<file path="config.mk">
export PLATFORM = sky130hd
export DESIGN_NAME = neurram_ctrl_top
export DESIGN_NICKNAME = d
export VERILOG_FILES = /design/src/common/neurram_pkg.sv /design/src/source/neurram_ctrl_top.sv /design/src/matmul/matmul_sequencer.sv /design/src/matmul/sample_pulse_gen.sv /design/src/matmul/plane_spi_shifter.sv /design/src/source/array_mode_decode.sv
export SDC_FILE = /design/constraint.sdc
export NUM_CORES = 1
export LEC_CHECK = 0
export BUFFER_PORTS_ARGS = -buffer_cell sky130_fd_sc_hd__buf_2
export CAP_MARGIN = 10
export CORE_MARGIN = 5
export CORE_UTILIZATION = 60
export DETAILED_ROUTE_END_ITERATION = 8
export PLACE_DENSITY = 0.92
export SYNTH_ARGS = -nofsm -noshare
export SYNTH_HDL_FRONTEND = slang
export SYNTH_SLANG_ARGS = --single-unit
</file>
<file path="constraint.sdc">
create_clock -name sys_clk -period 4.7 [get_ports sys_clk]
set_input_delay 0.235 -clock sys_clk [delete_from_list [all_inputs] [get_ports sys_clk]]
set_output_delay 0.235 -clock sys_clk [all_outputs]
set_load 0.05 [all_outputs]
</file>
<file path="src/common/neurram_pkg.sv">
/*
 * neurram control package
 * widths, run config, host mode request and array control line types
 * shared by the matmul sequencing core and the mode decoder
 */

package neurram_pkg;

	// --------------------------------------------------
	// widths
	// --------------------------------------------------
	localparam int NUM_LANES   = 16; // input lanes, one bit each per plane
	localparam int LANE_BITS   = 4;  // bits per lane value, also max planes
	localparam int PULSE_CNT_W = 8;  // 31 << 3 still fits
	localparam int T_SAMPLE_W  = 4;
	localparam int PLANE_IDX_W = $clog2(LANE_BITS);
	localparam int LANE_IDX_W  = $clog2(NUM_LANES);

	// --------------------------------------------------
	// payload types
	// --------------------------------------------------
	typedef logic [NUM_LANES-1:0][LANE_BITS-1:0] in_vec_t; // lane 0 in low bits
	typedef logic [NUM_LANES-1:0] plane_word_t;            // bit n is lane n

	typedef struct packed {
		logic [PLANE_IDX_W-1:0] planes_m1;   // planes used minus one
		logic [4:0]             pulse_mult;  // pulses for plane 0
		logic [T_SAMPLE_W-1:0]  t_sample_m1; // high and low time minus one
	} run_cfg_t;

	// host mode request
	typedef struct packed {
		logic inference;
		logic ifat;
		logic lfsr;
		logic wupdate;
		logic forward; // forward vs backward inference direction
	} mode_req_t;

	// lines to the array
	typedef struct packed {
		logic inference_mode;
		logic ifat_mode;
		logic lfsr_mode;
		logic wupdate_mode;
		logic ext_inference_enable;
		logic ext_precharge_bl;
		logic ext_precharge_sl;
	} array_ctrl_t;

endpackage
</file>
<file path="src/source/neurram_ctrl_top.sv">
/*
 * neurram controller top
 * matmul sequencing core with plane shifter, sample pulse train
 * and array mode decode
 */

`timescale 1ns/1ns

module neurram_ctrl_top
	import neurram_pkg::*;
(
	input  logic        sys_clk,
	input  logic        arst_n_i,
	input  logic        start_i,
	input  run_cfg_t    cfg_i,
	input  in_vec_t     vec_i,
	input  mode_req_t   mode_i,
	output logic        busy_o,
	output logic        done_o,
	output logic        spi_clk_o,
	output logic        shift_o,
	output logic        sw_in_sample_o,
	output array_ctrl_t ctrl_o
);

	// --------------------------------------------------
	// sequencer side
	// --------------------------------------------------
	logic                   load;
	plane_word_t            plane;
	logic                   shift_done;
	logic                   fire;
	logic [PULSE_CNT_W-1:0] pulse_cnt;
	logic [T_SAMPLE_W-1:0]  t_sample_m1;
	logic                   pulse_done;

	matmul_sequencer u_seq (
		.sys_clk       (sys_clk),
		.arst_n_i      (arst_n_i),
		.start_i       (start_i),
		.cfg_i         (cfg_i),
		.vec_i         (vec_i),
		.shift_done_i  (shift_done),
		.pulse_done_i  (pulse_done),
		.load_o        (load),
		.plane_o       (plane),
		.fire_o        (fire),
		.pulse_cnt_o   (pulse_cnt),
		.t_sample_m1_o (t_sample_m1),
		.busy_o        (busy_o),
		.done_o        (done_o)
	);

	plane_spi_shifter u_shift (
		.sys_clk   (sys_clk),
		.arst_n_i  (arst_n_i),
		.load_i    (load),
		.plane_i   (plane),
		.spi_clk_o (spi_clk_o),
		.shift_o   (shift_o),
		.done_o    (shift_done)
	);

	sample_pulse_gen u_pulse (
		.sys_clk        (sys_clk),
		.arst_n_i       (arst_n_i),
		.fire_i         (fire),
		.count_i        (pulse_cnt),
		.t_sample_m1_i  (t_sample_m1),
		.sw_in_sample_o (sw_in_sample_o),
		.done_o         (pulse_done)
	);

	// sample level doubles as the precharge release
	array_mode_decode u_decode (
		.mode_i     (mode_i),
		.seq_busy_i (busy_o),
		.sampling_i (sw_in_sample_o),
		.ctrl_o     (ctrl_o)
	);

endmodule

</file>
<file path="src/matmul/matmul_sequencer.sv">
/*
 * matmul sequencer
 * walks the bit-planes of the input vector from bit 0 upward, shifting
 * each plane into the chip and then firing a doubling train of samples
 */

`timescale 1ns/1ns

module matmul_sequencer
	import neurram_pkg::*;
(
	input  logic                   sys_clk,
	input  logic                   arst_n_i,
	input  logic                   start_i,
	input  run_cfg_t               cfg_i,
	input  in_vec_t                vec_i,
	input  logic                   shift_done_i,
	input  logic                   pulse_done_i,
	output logic                   load_o,
	output plane_word_t            plane_o,
	output logic                   fire_o,
	output logic [PULSE_CNT_W-1:0] pulse_cnt_o,
	output logic [T_SAMPLE_W-1:0]  t_sample_m1_o,
	output logic                   busy_o,
	output logic                   done_o
);

	typedef enum logic [1:0] {
		S_IDLE,
		S_SHIFT,
		S_PULSE,
		S_DONE
	} seq_state_t;

	seq_state_t             state;
	logic [PLANE_IDX_W-1:0] plane_idx;
	run_cfg_t               cfg_q;
	in_vec_t                vec_q;
	logic                   accept;

	// done cycle already counts as idle for the host
	assign accept = start_i & ((state == S_IDLE) | (state == S_DONE));

	always_ff @(posedge sys_clk or negedge arst_n_i) begin
		if (!arst_n_i) begin
			state     <= S_IDLE;
			plane_idx <= '0;
			load_o    <= 1'b0;
			fire_o    <= 1'b0;
		end else begin
			load_o <= 1'b0; // strobes
			fire_o <= 1'b0;
			case (state)
				S_IDLE, S_DONE: begin
					state <= S_IDLE;
					if (accept) begin
						state     <= S_SHIFT;
						plane_idx <= '0;
						load_o    <= 1'b1;
					end
				end
				S_SHIFT: if (shift_done_i) begin
					state  <= S_PULSE;
					fire_o <= 1'b1;
				end
				S_PULSE: if (pulse_done_i) begin
					if (plane_idx == cfg_q.planes_m1) begin
						state <= S_DONE;
					end else begin
						state     <= S_SHIFT;
						plane_idx <= plane_idx + 1'b1;
						load_o    <= 1'b1;
					end
				end
				default: state <= S_IDLE;
			endcase
		end
	end

	// run payload, captured with the start strobe
	always_ff @(posedge sys_clk) begin
		if (accept) begin
			cfg_q <= cfg_i;
			vec_q <= vec_i;
		end
	end

	// --------------------------------------------------
	// plane word and pulse count for current plane
	// --------------------------------------------------
	always_comb begin
		for (int l = 0; l < NUM_LANES; l++) begin
			plane_o[l] = vec_q[l][plane_idx];
		end
	end

	assign pulse_cnt_o   = PULSE_CNT_W'(cfg_q.pulse_mult) << plane_idx; // weight 2^b
	assign t_sample_m1_o = cfg_q.t_sample_m1;

	assign busy_o = (state == S_SHIFT) | (state == S_PULSE);
	assign done_o = (state == S_DONE);

endmodule

</file>
<file path="src/matmul/sample_pulse_gen.sv">
/*
 * neuron sample pulse generator
 * emits a counted train of sample pulses, each high and low
 * for a programmable number of cycles
 */

`timescale 1ns/1ns

module sample_pulse_gen
	import neurram_pkg::*;
(
	input  logic                   sys_clk,
	input  logic                   arst_n_i,
	input  logic                   fire_i,
	input  logic [PULSE_CNT_W-1:0] count_i,
	input  logic [T_SAMPLE_W-1:0]  t_sample_m1_i,
	output logic                   sw_in_sample_o,
	output logic                   done_o
);

	logic [PULSE_CNT_W-1:0] remaining; // pulses not yet finished
	logic [T_SAMPLE_W-1:0]  timer;     // cycles left in phase, minus one

	always_ff @(posedge sys_clk or negedge arst_n_i) begin
		if (!arst_n_i) begin
			remaining      <= '0;
			timer          <= '0;
			sw_in_sample_o <= 1'b0;
			done_o         <= 1'b0;
		end else begin
			done_o <= 1'b0;
			if (fire_i) begin
				if (count_i == '0) begin
					done_o <= 1'b1; // empty train
				end else begin
					remaining      <= count_i;
					timer          <= t_sample_m1_i;
					sw_in_sample_o <= 1'b1;
				end
			end else if (remaining != '0) begin
				if (timer != '0) begin
					timer <= timer - 1'b1;
				end else if (sw_in_sample_o) begin
					// high phase over
					sw_in_sample_o <= 1'b0;
					timer          <= t_sample_m1_i;
				end else if (remaining == PULSE_CNT_W'(1)) begin
					remaining <= '0;
					done_o    <= 1'b1;
				end else begin
					remaining      <= remaining - 1'b1;
					timer          <= t_sample_m1_i;
					sw_in_sample_o <= 1'b1; // next pulse
				end
			end
		end
	end

endmodule

</file>
<file path="src/matmul/plane_spi_shifter.sv">
/*
 * plane SPI shifter
 * serializes one bit-plane onto the chip shift line, lane 0 first,
 * two cycles per bit with the chip sampling on the rising shift clock
 */

`timescale 1ns/1ns

module plane_spi_shifter
	import neurram_pkg::*;
(
	input  logic        sys_clk,
	input  logic        arst_n_i,
	input  logic        load_i,
	input  plane_word_t plane_i,
	output logic        spi_clk_o,
	output logic        shift_o,
	output logic        done_o
);

	plane_word_t           sreg;    // bit 0 is the one on the line
	logic [LANE_IDX_W-1:0] bit_cnt;
	logic                  phase;   // 0 clock low, 1 clock high
	logic                  active;

	always_ff @(posedge sys_clk or negedge arst_n_i) begin
		if (!arst_n_i) begin
			sreg      <= '0;
			bit_cnt   <= '0;
			phase     <= 1'b0;
			active    <= 1'b0;
			spi_clk_o <= 1'b0;
			shift_o   <= 1'b0;
			done_o    <= 1'b0;
		end else begin
			done_o <= 1'b0;
			if (load_i) begin
				sreg      <= plane_i;
				shift_o   <= plane_i[0]; // lane 0 goes out first
				spi_clk_o <= 1'b0;
				bit_cnt   <= '0;
				phase     <= 1'b0;
				active    <= 1'b1;
			end else if (active) begin
				if (!phase) begin
					spi_clk_o <= 1'b1; // chip samples here
					phase     <= 1'b1;
				end else if (bit_cnt == LANE_IDX_W'(NUM_LANES - 1)) begin
					// last bit clocked in
					spi_clk_o <= 1'b0;
					shift_o   <= 1'b0;
					active    <= 1'b0;
					done_o    <= 1'b1;
				end else begin
					sreg      <= sreg >> 1;
					shift_o   <= sreg[1];
					spi_clk_o <= 1'b0;
					bit_cnt   <= bit_cnt + 1'b1;
					phase     <= 1'b0;
				end
			end
		end
	end

endmodule

</file>
<file path="src/source/array_mode_decode.sv">
/*
 * array mode decode
 * turns the host mode request into exclusive array mode lines and
 * bit-line / source-line precharge, overridden while a multiply runs
 */

`timescale 1ns/1ns

module array_mode_decode
	import neurram_pkg::*;
(
	input  mode_req_t   mode_i,
	input  logic        seq_busy_i,
	input  logic        sampling_i,
	output array_ctrl_t ctrl_o
);

	logic prech_ifat; // ifat precharges both lines outside sampling
	logic prech_fwd;
	logic prech_bwd;

	always_comb begin
		ctrl_o = '0;

		// --------------------------------------------------
		// mode lines, one at a time
		// --------------------------------------------------
		ctrl_o.inference_mode = mode_i.inference & ~(mode_i.ifat | mode_i.lfsr | mode_i.wupdate)
			& ~seq_busy_i; // matmul turns inference off
		ctrl_o.ifat_mode      = mode_i.ifat & ~(mode_i.inference | mode_i.lfsr | mode_i.wupdate);
		ctrl_o.lfsr_mode      = mode_i.lfsr;
		ctrl_o.wupdate_mode   = mode_i.wupdate & ~(mode_i.inference | mode_i.ifat | mode_i.lfsr);

		// external enable held on for the whole multiply
		ctrl_o.ext_inference_enable = ctrl_o.inference_mode | ctrl_o.ifat_mode | seq_busy_i;

		// --------------------------------------------------
		// precharge, released while neurons sample
		// --------------------------------------------------
		prech_ifat = ctrl_o.ifat_mode & ~sampling_i;
		prech_fwd  = mode_i.inference & mode_i.forward & ~sampling_i;
		prech_bwd  = mode_i.inference & ~mode_i.forward & ~sampling_i;

		ctrl_o.ext_precharge_bl = prech_ifat | prech_bwd;
		ctrl_o.ext_precharge_sl = prech_ifat | prech_fwd;
	end

endmodule

</file>
# Yosys cells after proc, flatten, opt, wreduce, memory -nomap -nowiden
# Index checks and enable logic that the tools add are counted.
# Widths: inputs -> output; s select.
word_totals:
  ff_bits: 120
  in_bits: 83
  out_inout_bits: 12
op_classes:
  add_sub_neg: 4
  order_cmp: 1
  n_eq_ne: 15
  n_shift: 1
  n_mux: 97
  n_bitwise: 28
  n_reduce_logical: 16
ops:
  columns: ["cell", "count"]
  rows:
  - ["$mux 16", 4]
  - ["$mux 1", 52]
  - ["$mux 8", 6]
  - ["$mux 4", 10]
  - ["$bmux 1 s2", 16]
  - ["$mux 2", 6]
  - ["$or 1x1->1", 12]
  - ["$and 1x1->1", 10]
  - ["$ne 2x2->1 const B", 5]
  - ["$reduce_and 3->1", 3]
  - ["$eq 8x1->1 const B", 1]
  - ["$logic_not 8->1", 1]
  - ["$reduce_and 4->1", 2]
  - ["$reduce_bool 2->1", 4]
  - ["$reduce_bool 8->1", 1]
  - ["$shl 5x2->8", 1]
  - ["$sub 8x1->8 const B", 1]
  - ["$ne 2x1->1 const B", 3]
  - ["$not 1->1", 6]
  - ["$pmux 2 s3", 1]
  - ["$add 4x1->4 const B", 1]
  - ["$eq 2x2->1 const B", 2]
  - ["$eq 4x4->1 const B", 1]
  - ["$ne 4x2->1 const B", 1]
  - ["other kinds (11)", 12]

# Logic depth before layout (Yosys ltp)
depth:
  depth_word: 7
  mapped_depth: 7
  depth_no_buf: 6

# Hierarchy
# A second synthesis with hierarchy kept.
hier_totals:
  hier_cells: 398
  hier_area_um2: 5492.8
modules_own_cells:
  columns: ["mod", "n_inst", "cells_per_inst", "area_per_inst_um2", "seq_area_each_um2"]
  rows:
  - ["matmul_sequencer", 1, 159, 3206.8, 2402.3]
  - ["plane_spi_shifter", 1, 109, 1129.8, 600.6]
  - ["sample_pulse_gen", 1, 117, 1069.8, 350.3]
  - ["array_mode_decode", 1, 13, 86.3, 0.0]

# Worst setup path before layout
# OpenSTA, ideal clock, no wires.
synth_timing:
  path_kind: "register to output"
  from: "register u_seq.state[0]"
  to: "output ctrl_o[2] (netlist bit)"
  arrival_time_ns: 2.854
  required_time_ns: 4.465
  setup_slack_ns: 1.611
  stages_incl_launch_ff: 6
  path_buffers: 0
  path_cell_list: "dfrtp_1 inv_1 ha_1 nand2_1 nor4_1 or3_1"
synth_lines:
  columns: ["element", "line", "source"]
  rows:
  - ["start: declaration", "matmul_sequencer.sv:35", "seq_state_t state;"]
  - ["start signal: assignment", "matmul_sequencer.sv:46", "state <= S_IDLE;"]
  - ["start signal: assignment", "matmul_sequencer.sv:55", "state <= S_IDLE;"]
  - ["start signal: assignment", "matmul_sequencer.sv:57", "state <= S_SHIFT;"]
  - ["end: declaration", "neurram_ctrl_top.sv:23", "output array_ctrl_t ctrl_o"]

# Final worst setup path
layout_timing:
  from: "register u_seq.state[0]"
  to: "register u_seq.vec_q[17] (netlist bit), enable pin"
layout_between:
  elab_chain_cells: 3
  word_cells_on_any_way: 4
  cone_classes: "1 x eq/ne; 2 x bitwise; 1 x reduce/logical"
layout_lines:
  columns: ["element", "line", "source"]
  rows:
  - ["$eq 2x2->1 or $logic_not 2->1 (tied branches)", "matmul_sequencer.sv:42", "assign accept = start_i & ((state == S_IDLE) | (state == S_DONE));"]
  - ["$or 1x1->1 (*)", "matmul_sequencer.sv:42", null]
  - ["$and 1x1->1 (*)", "matmul_sequencer.sv:42", null]
  - ["named net u_seq.accept", "matmul_sequencer.sv:39", "logic accept;"]
  - ["end signal: assignment", "matmul_sequencer.sv:84", "vec_q <= vec_i;"]
  - ["end: declaration", "matmul_sequencer.sv:38", "in_vec_t vec_q;"]
# Mark *: on every way through the listed nets, which the timed path passes. The rest lies on a longest branch.
# A chain may end at the register's enable or synchronous reset.

==> summary.md <==
| Metric | Value |
|---|---|
| Status | `complete, no violations` |
| CP delay by family, top | `buffers and inverters` |
| H-tree Lvls | `4` |
| Cells after synthesis | `377` |
| Leading cell types in the layout, fill and taps excluded | `94 x buf_2, 76 x dlygate4sd3_1, 75 x edfxtp_1` |
| Placed wire-length estimate | `7.32 mm` |
| CTS tree | `done` |
| Worst-path clk slew | `0.06 ns` |
| Max incr delay on CP | `0.75 ns` |
| Chip height | `104 um` |
| Hold Slack | `0.102 ns` |
| Gr usage total | `32.4%` |
| Final Cycle Share | `56.3%` |
| Multi-input logic area | `1800 um2` |
| Max Slew Vio Count | `0` |
| Overflow after GRT | `0` |
| Crit-path cells | `inv_1 -> ha_1 -> nand2_1 -> inv_2 -> buf_4` |
| Synth unique cells | `58` |
| Final core occ | `83.0%` |
| Max_cap viols | `0` |
| Routed Antenna Nets | `0` |
| Endpoint class of the critical path | `flop` |
| Synth Flop Type | `edfxtp_1` |
| Post-route setup TNS | `0 ns` |
| Required @ worst endpoint | `4.89 ns` |
| Final nets | `641` |
| Initial drt markers | `640` |
| GP Congestion | `0.926` |
| Area share of the largest cell type after synthesis | `42.3%` |
| Endpoints failing setup | `0` |
| F_max | `378 MHz` |
| Min cycle time layout | `2.65 ns` |
| Worst hold path type | `primary input to flop` |
| Vias per std cell | `6.68` |
| Cells after DPL | `561` |
| Die area | `10800 um2` |
| Register area | `3350 um2` |
| Detailed-route via count | `4479` |
| Crit Path Class | `flop to flop` |
| Num CTS Buffers | `17` |
| Crit path buffers/inverters | `3` |
| Number of fill cells | `374` |
| Initial antenna violation count | `1` |
| Row count | `34` |
| Leak | `2.89 nW` |
| Layout cells sized above 1 | `29.2%` |
| Largest area contributor in the netlist | `edfxtp_1` |
| PortBufs | `94` |
| Clock Skews | `0.0163 ns` |
| Synth Warn # | `0` |
| Worst Tran Pin Value | `1.11 ns` |
| Unrepaired setup endpoints after global routing | `false` |
| Vias in the first global route | `4500` |
| Global-route wire length before repair | `26.7 mm` |
| Syn nets | `469` |
| Chip width | `104 um` |
| Root buffer cell | `clkbuf_8` |
| Rel. slew slack | `26.0%` |
| Post-synth EDFFs | `75` |
| Clock tree buffer depth | `2` |
| Type of origin of the critical path | `flop` |
| CP Max Fanout | `48` |
| Syn avg cell area | `14.1 um2` |
| Worst skew pair latency | `0.54 ns` |
| Post-route DRC | `0` |
| Async SR Flop Fraction | `37.0%` |
| VDD IR max | `0.000404 V` |
| Final Hold Vio Count | `0` |
| Sequential cell area fraction in the yosys report | `63.0%` |
| Post-Layout Cell Count | `671` |
| Drt pass-1 iters | `6` |
| Top post-synthesis cells by area | `edfxtp_1 42%, dfrtp_1 21%, mux4_2 6.8%` |
| Ports | `95` |
| Synthesized area | `5320 um2` |
| Leading cell type in the layout, fill and taps excluded | `buf_2` |
| Routed WL | `17.4 mm` |
| Clock sink count | `119` |
| Flops & latches, synth | `119` |
| P&R area growth vs syn | `35.4%` |
| WL/cell | `26.0 um` |
| Initial Util | `61.3%` |
| Pin count of the biggest net entering global routing | `49` |
| PwrDens | `608 nW/um2` |
| CP max-delay cell | `inv_2` |
| CP Data Arrival Time | `2.83 ns` |
| CORE AREA | `8680 um2` |
-- timing repair --
item,CTS,global route
hold buffers,76,0
buffers inserted,0,0
hold endpoints to repair,119,0
endpoints found under the setup margin,0,0
resized for setup,0,0
-- power breakdown --
part	switching [W]	leakage [nW]	internal, W
sequential	0.000271	1.26	0.00149
clock	0.000569	0.282	0.000725
combinational	0.000827	1.34	0.000496
-- layer usage --
metal / global-route usage (%) / routed length [um] / share of wire, %
met1: 40.4 / 6290 / 36
met2: 52.2 / 8550 / 49
met3: 9.93 / 1750 / 10
met4: 14.7 / 827 / 4.7
met5: 0 / 0 / 0
-- through the flow --
stage | setup slack, ns | power [W] | cell area, um2
6_report | 2.05 | 0.00438 | 7200
3_5_place_dp | 2.18 | 0.00282 | 5840
4_1_cts | 2.18 | 0.00419 | 7170
5_1_grt | 1.99 | 0.00453 | 7200
3_3_place_gp | 2.33 | 0.00274 | 5840
2_1_floorplan | 1.61 | 0.00254 | 5320
-- flip-flops by register name (all words and copies together), names as in the netlist, 2 cells and up --
name	cells
u_seq.vec_q	64
u_shift.sreg	15
u_pulse.remaining	8
u_seq.cfg_q	7
u_pulse.timer	4
u_seq.t_sample_m1_o	4
u_shift.bit_cnt	4
u_seq.plane_idx	2
u_seq.state	2
-- path summary, 6_finish.rpt --
kind / start / end / slack (ns) / cells past startpoint
max: u_seq.state[0] / u_seq.vec_q[17] / 2.05 / 5
min: start_i / u_seq.load_o / 0.10 / 3
max reg2reg: u_seq.state[0] / u_seq.vec_q[17] / 2.05 / 5
min reg2reg: u_shift.done_o / u_seq.fire_o / 0.55 / 1
max in group asynchronous: arst_n_i / u_shift.sreg[4] / 3.61 / 2
min in group asynchronous: arst_n_i / u_shift.bit_cnt[0] / 0.44 / 2
-- cell usage after synthesis, types with 3 or more instances --
cell	count
edfxtp_1	75
dfrtp_1	44
nand2_1	29
o21ai_0	28
mux2i_1	21
inv_1	19
mux4_2	16
a21oi_1	12
clkbuf_1	11
nor2_1	11
nor3_1	11
ha_1	9
o221ai_1	8
nor3b_1	6
buf_2	5
o22ai_1	5
mux2_2	4
or3_1	4
o211ai_1	3
or3b_2	3
xnor2_1	3
-- final cells by class --
cell class / instances / share of cell area [%]
Multi-Input combinational cell: 219 / 25.0
Sequential cell: 119 / 46.6
Clock inverter: 15 / 2.14
Timing Repair Buffer: 173 / 17.7
Clock buffer: 17 / 5.75
Antenna cell: 1 / 0.0347
Tap cell: 108 / 1.88
Inverter: 19 / 0.990
-- worst register-to-register path, stage by stage (launching register included) --
cell and delay (ns):
dfrtp_1 0.43, inv_1 0.07, ha_1 0.37, nand2_1 0.14
inv_2 0.75, buf_4 0.53
-- cell families after synthesis --
| group | after synthesis | share of synthesized area [%] |
|---|---|---|
| fa+ha+maj | 9 | 2.12 |
| xor+xnor | 5 | 0.823 |
| buf+inv | 39 | 3.15 |
| compound gates | 82 | 10.7 |
| flops | 119 | 63.0 |
| simple gates | 81 | 8.35 |
| mux | 42 | 11.9 |
Note: power is estimated with default switching activity, not from simulation.
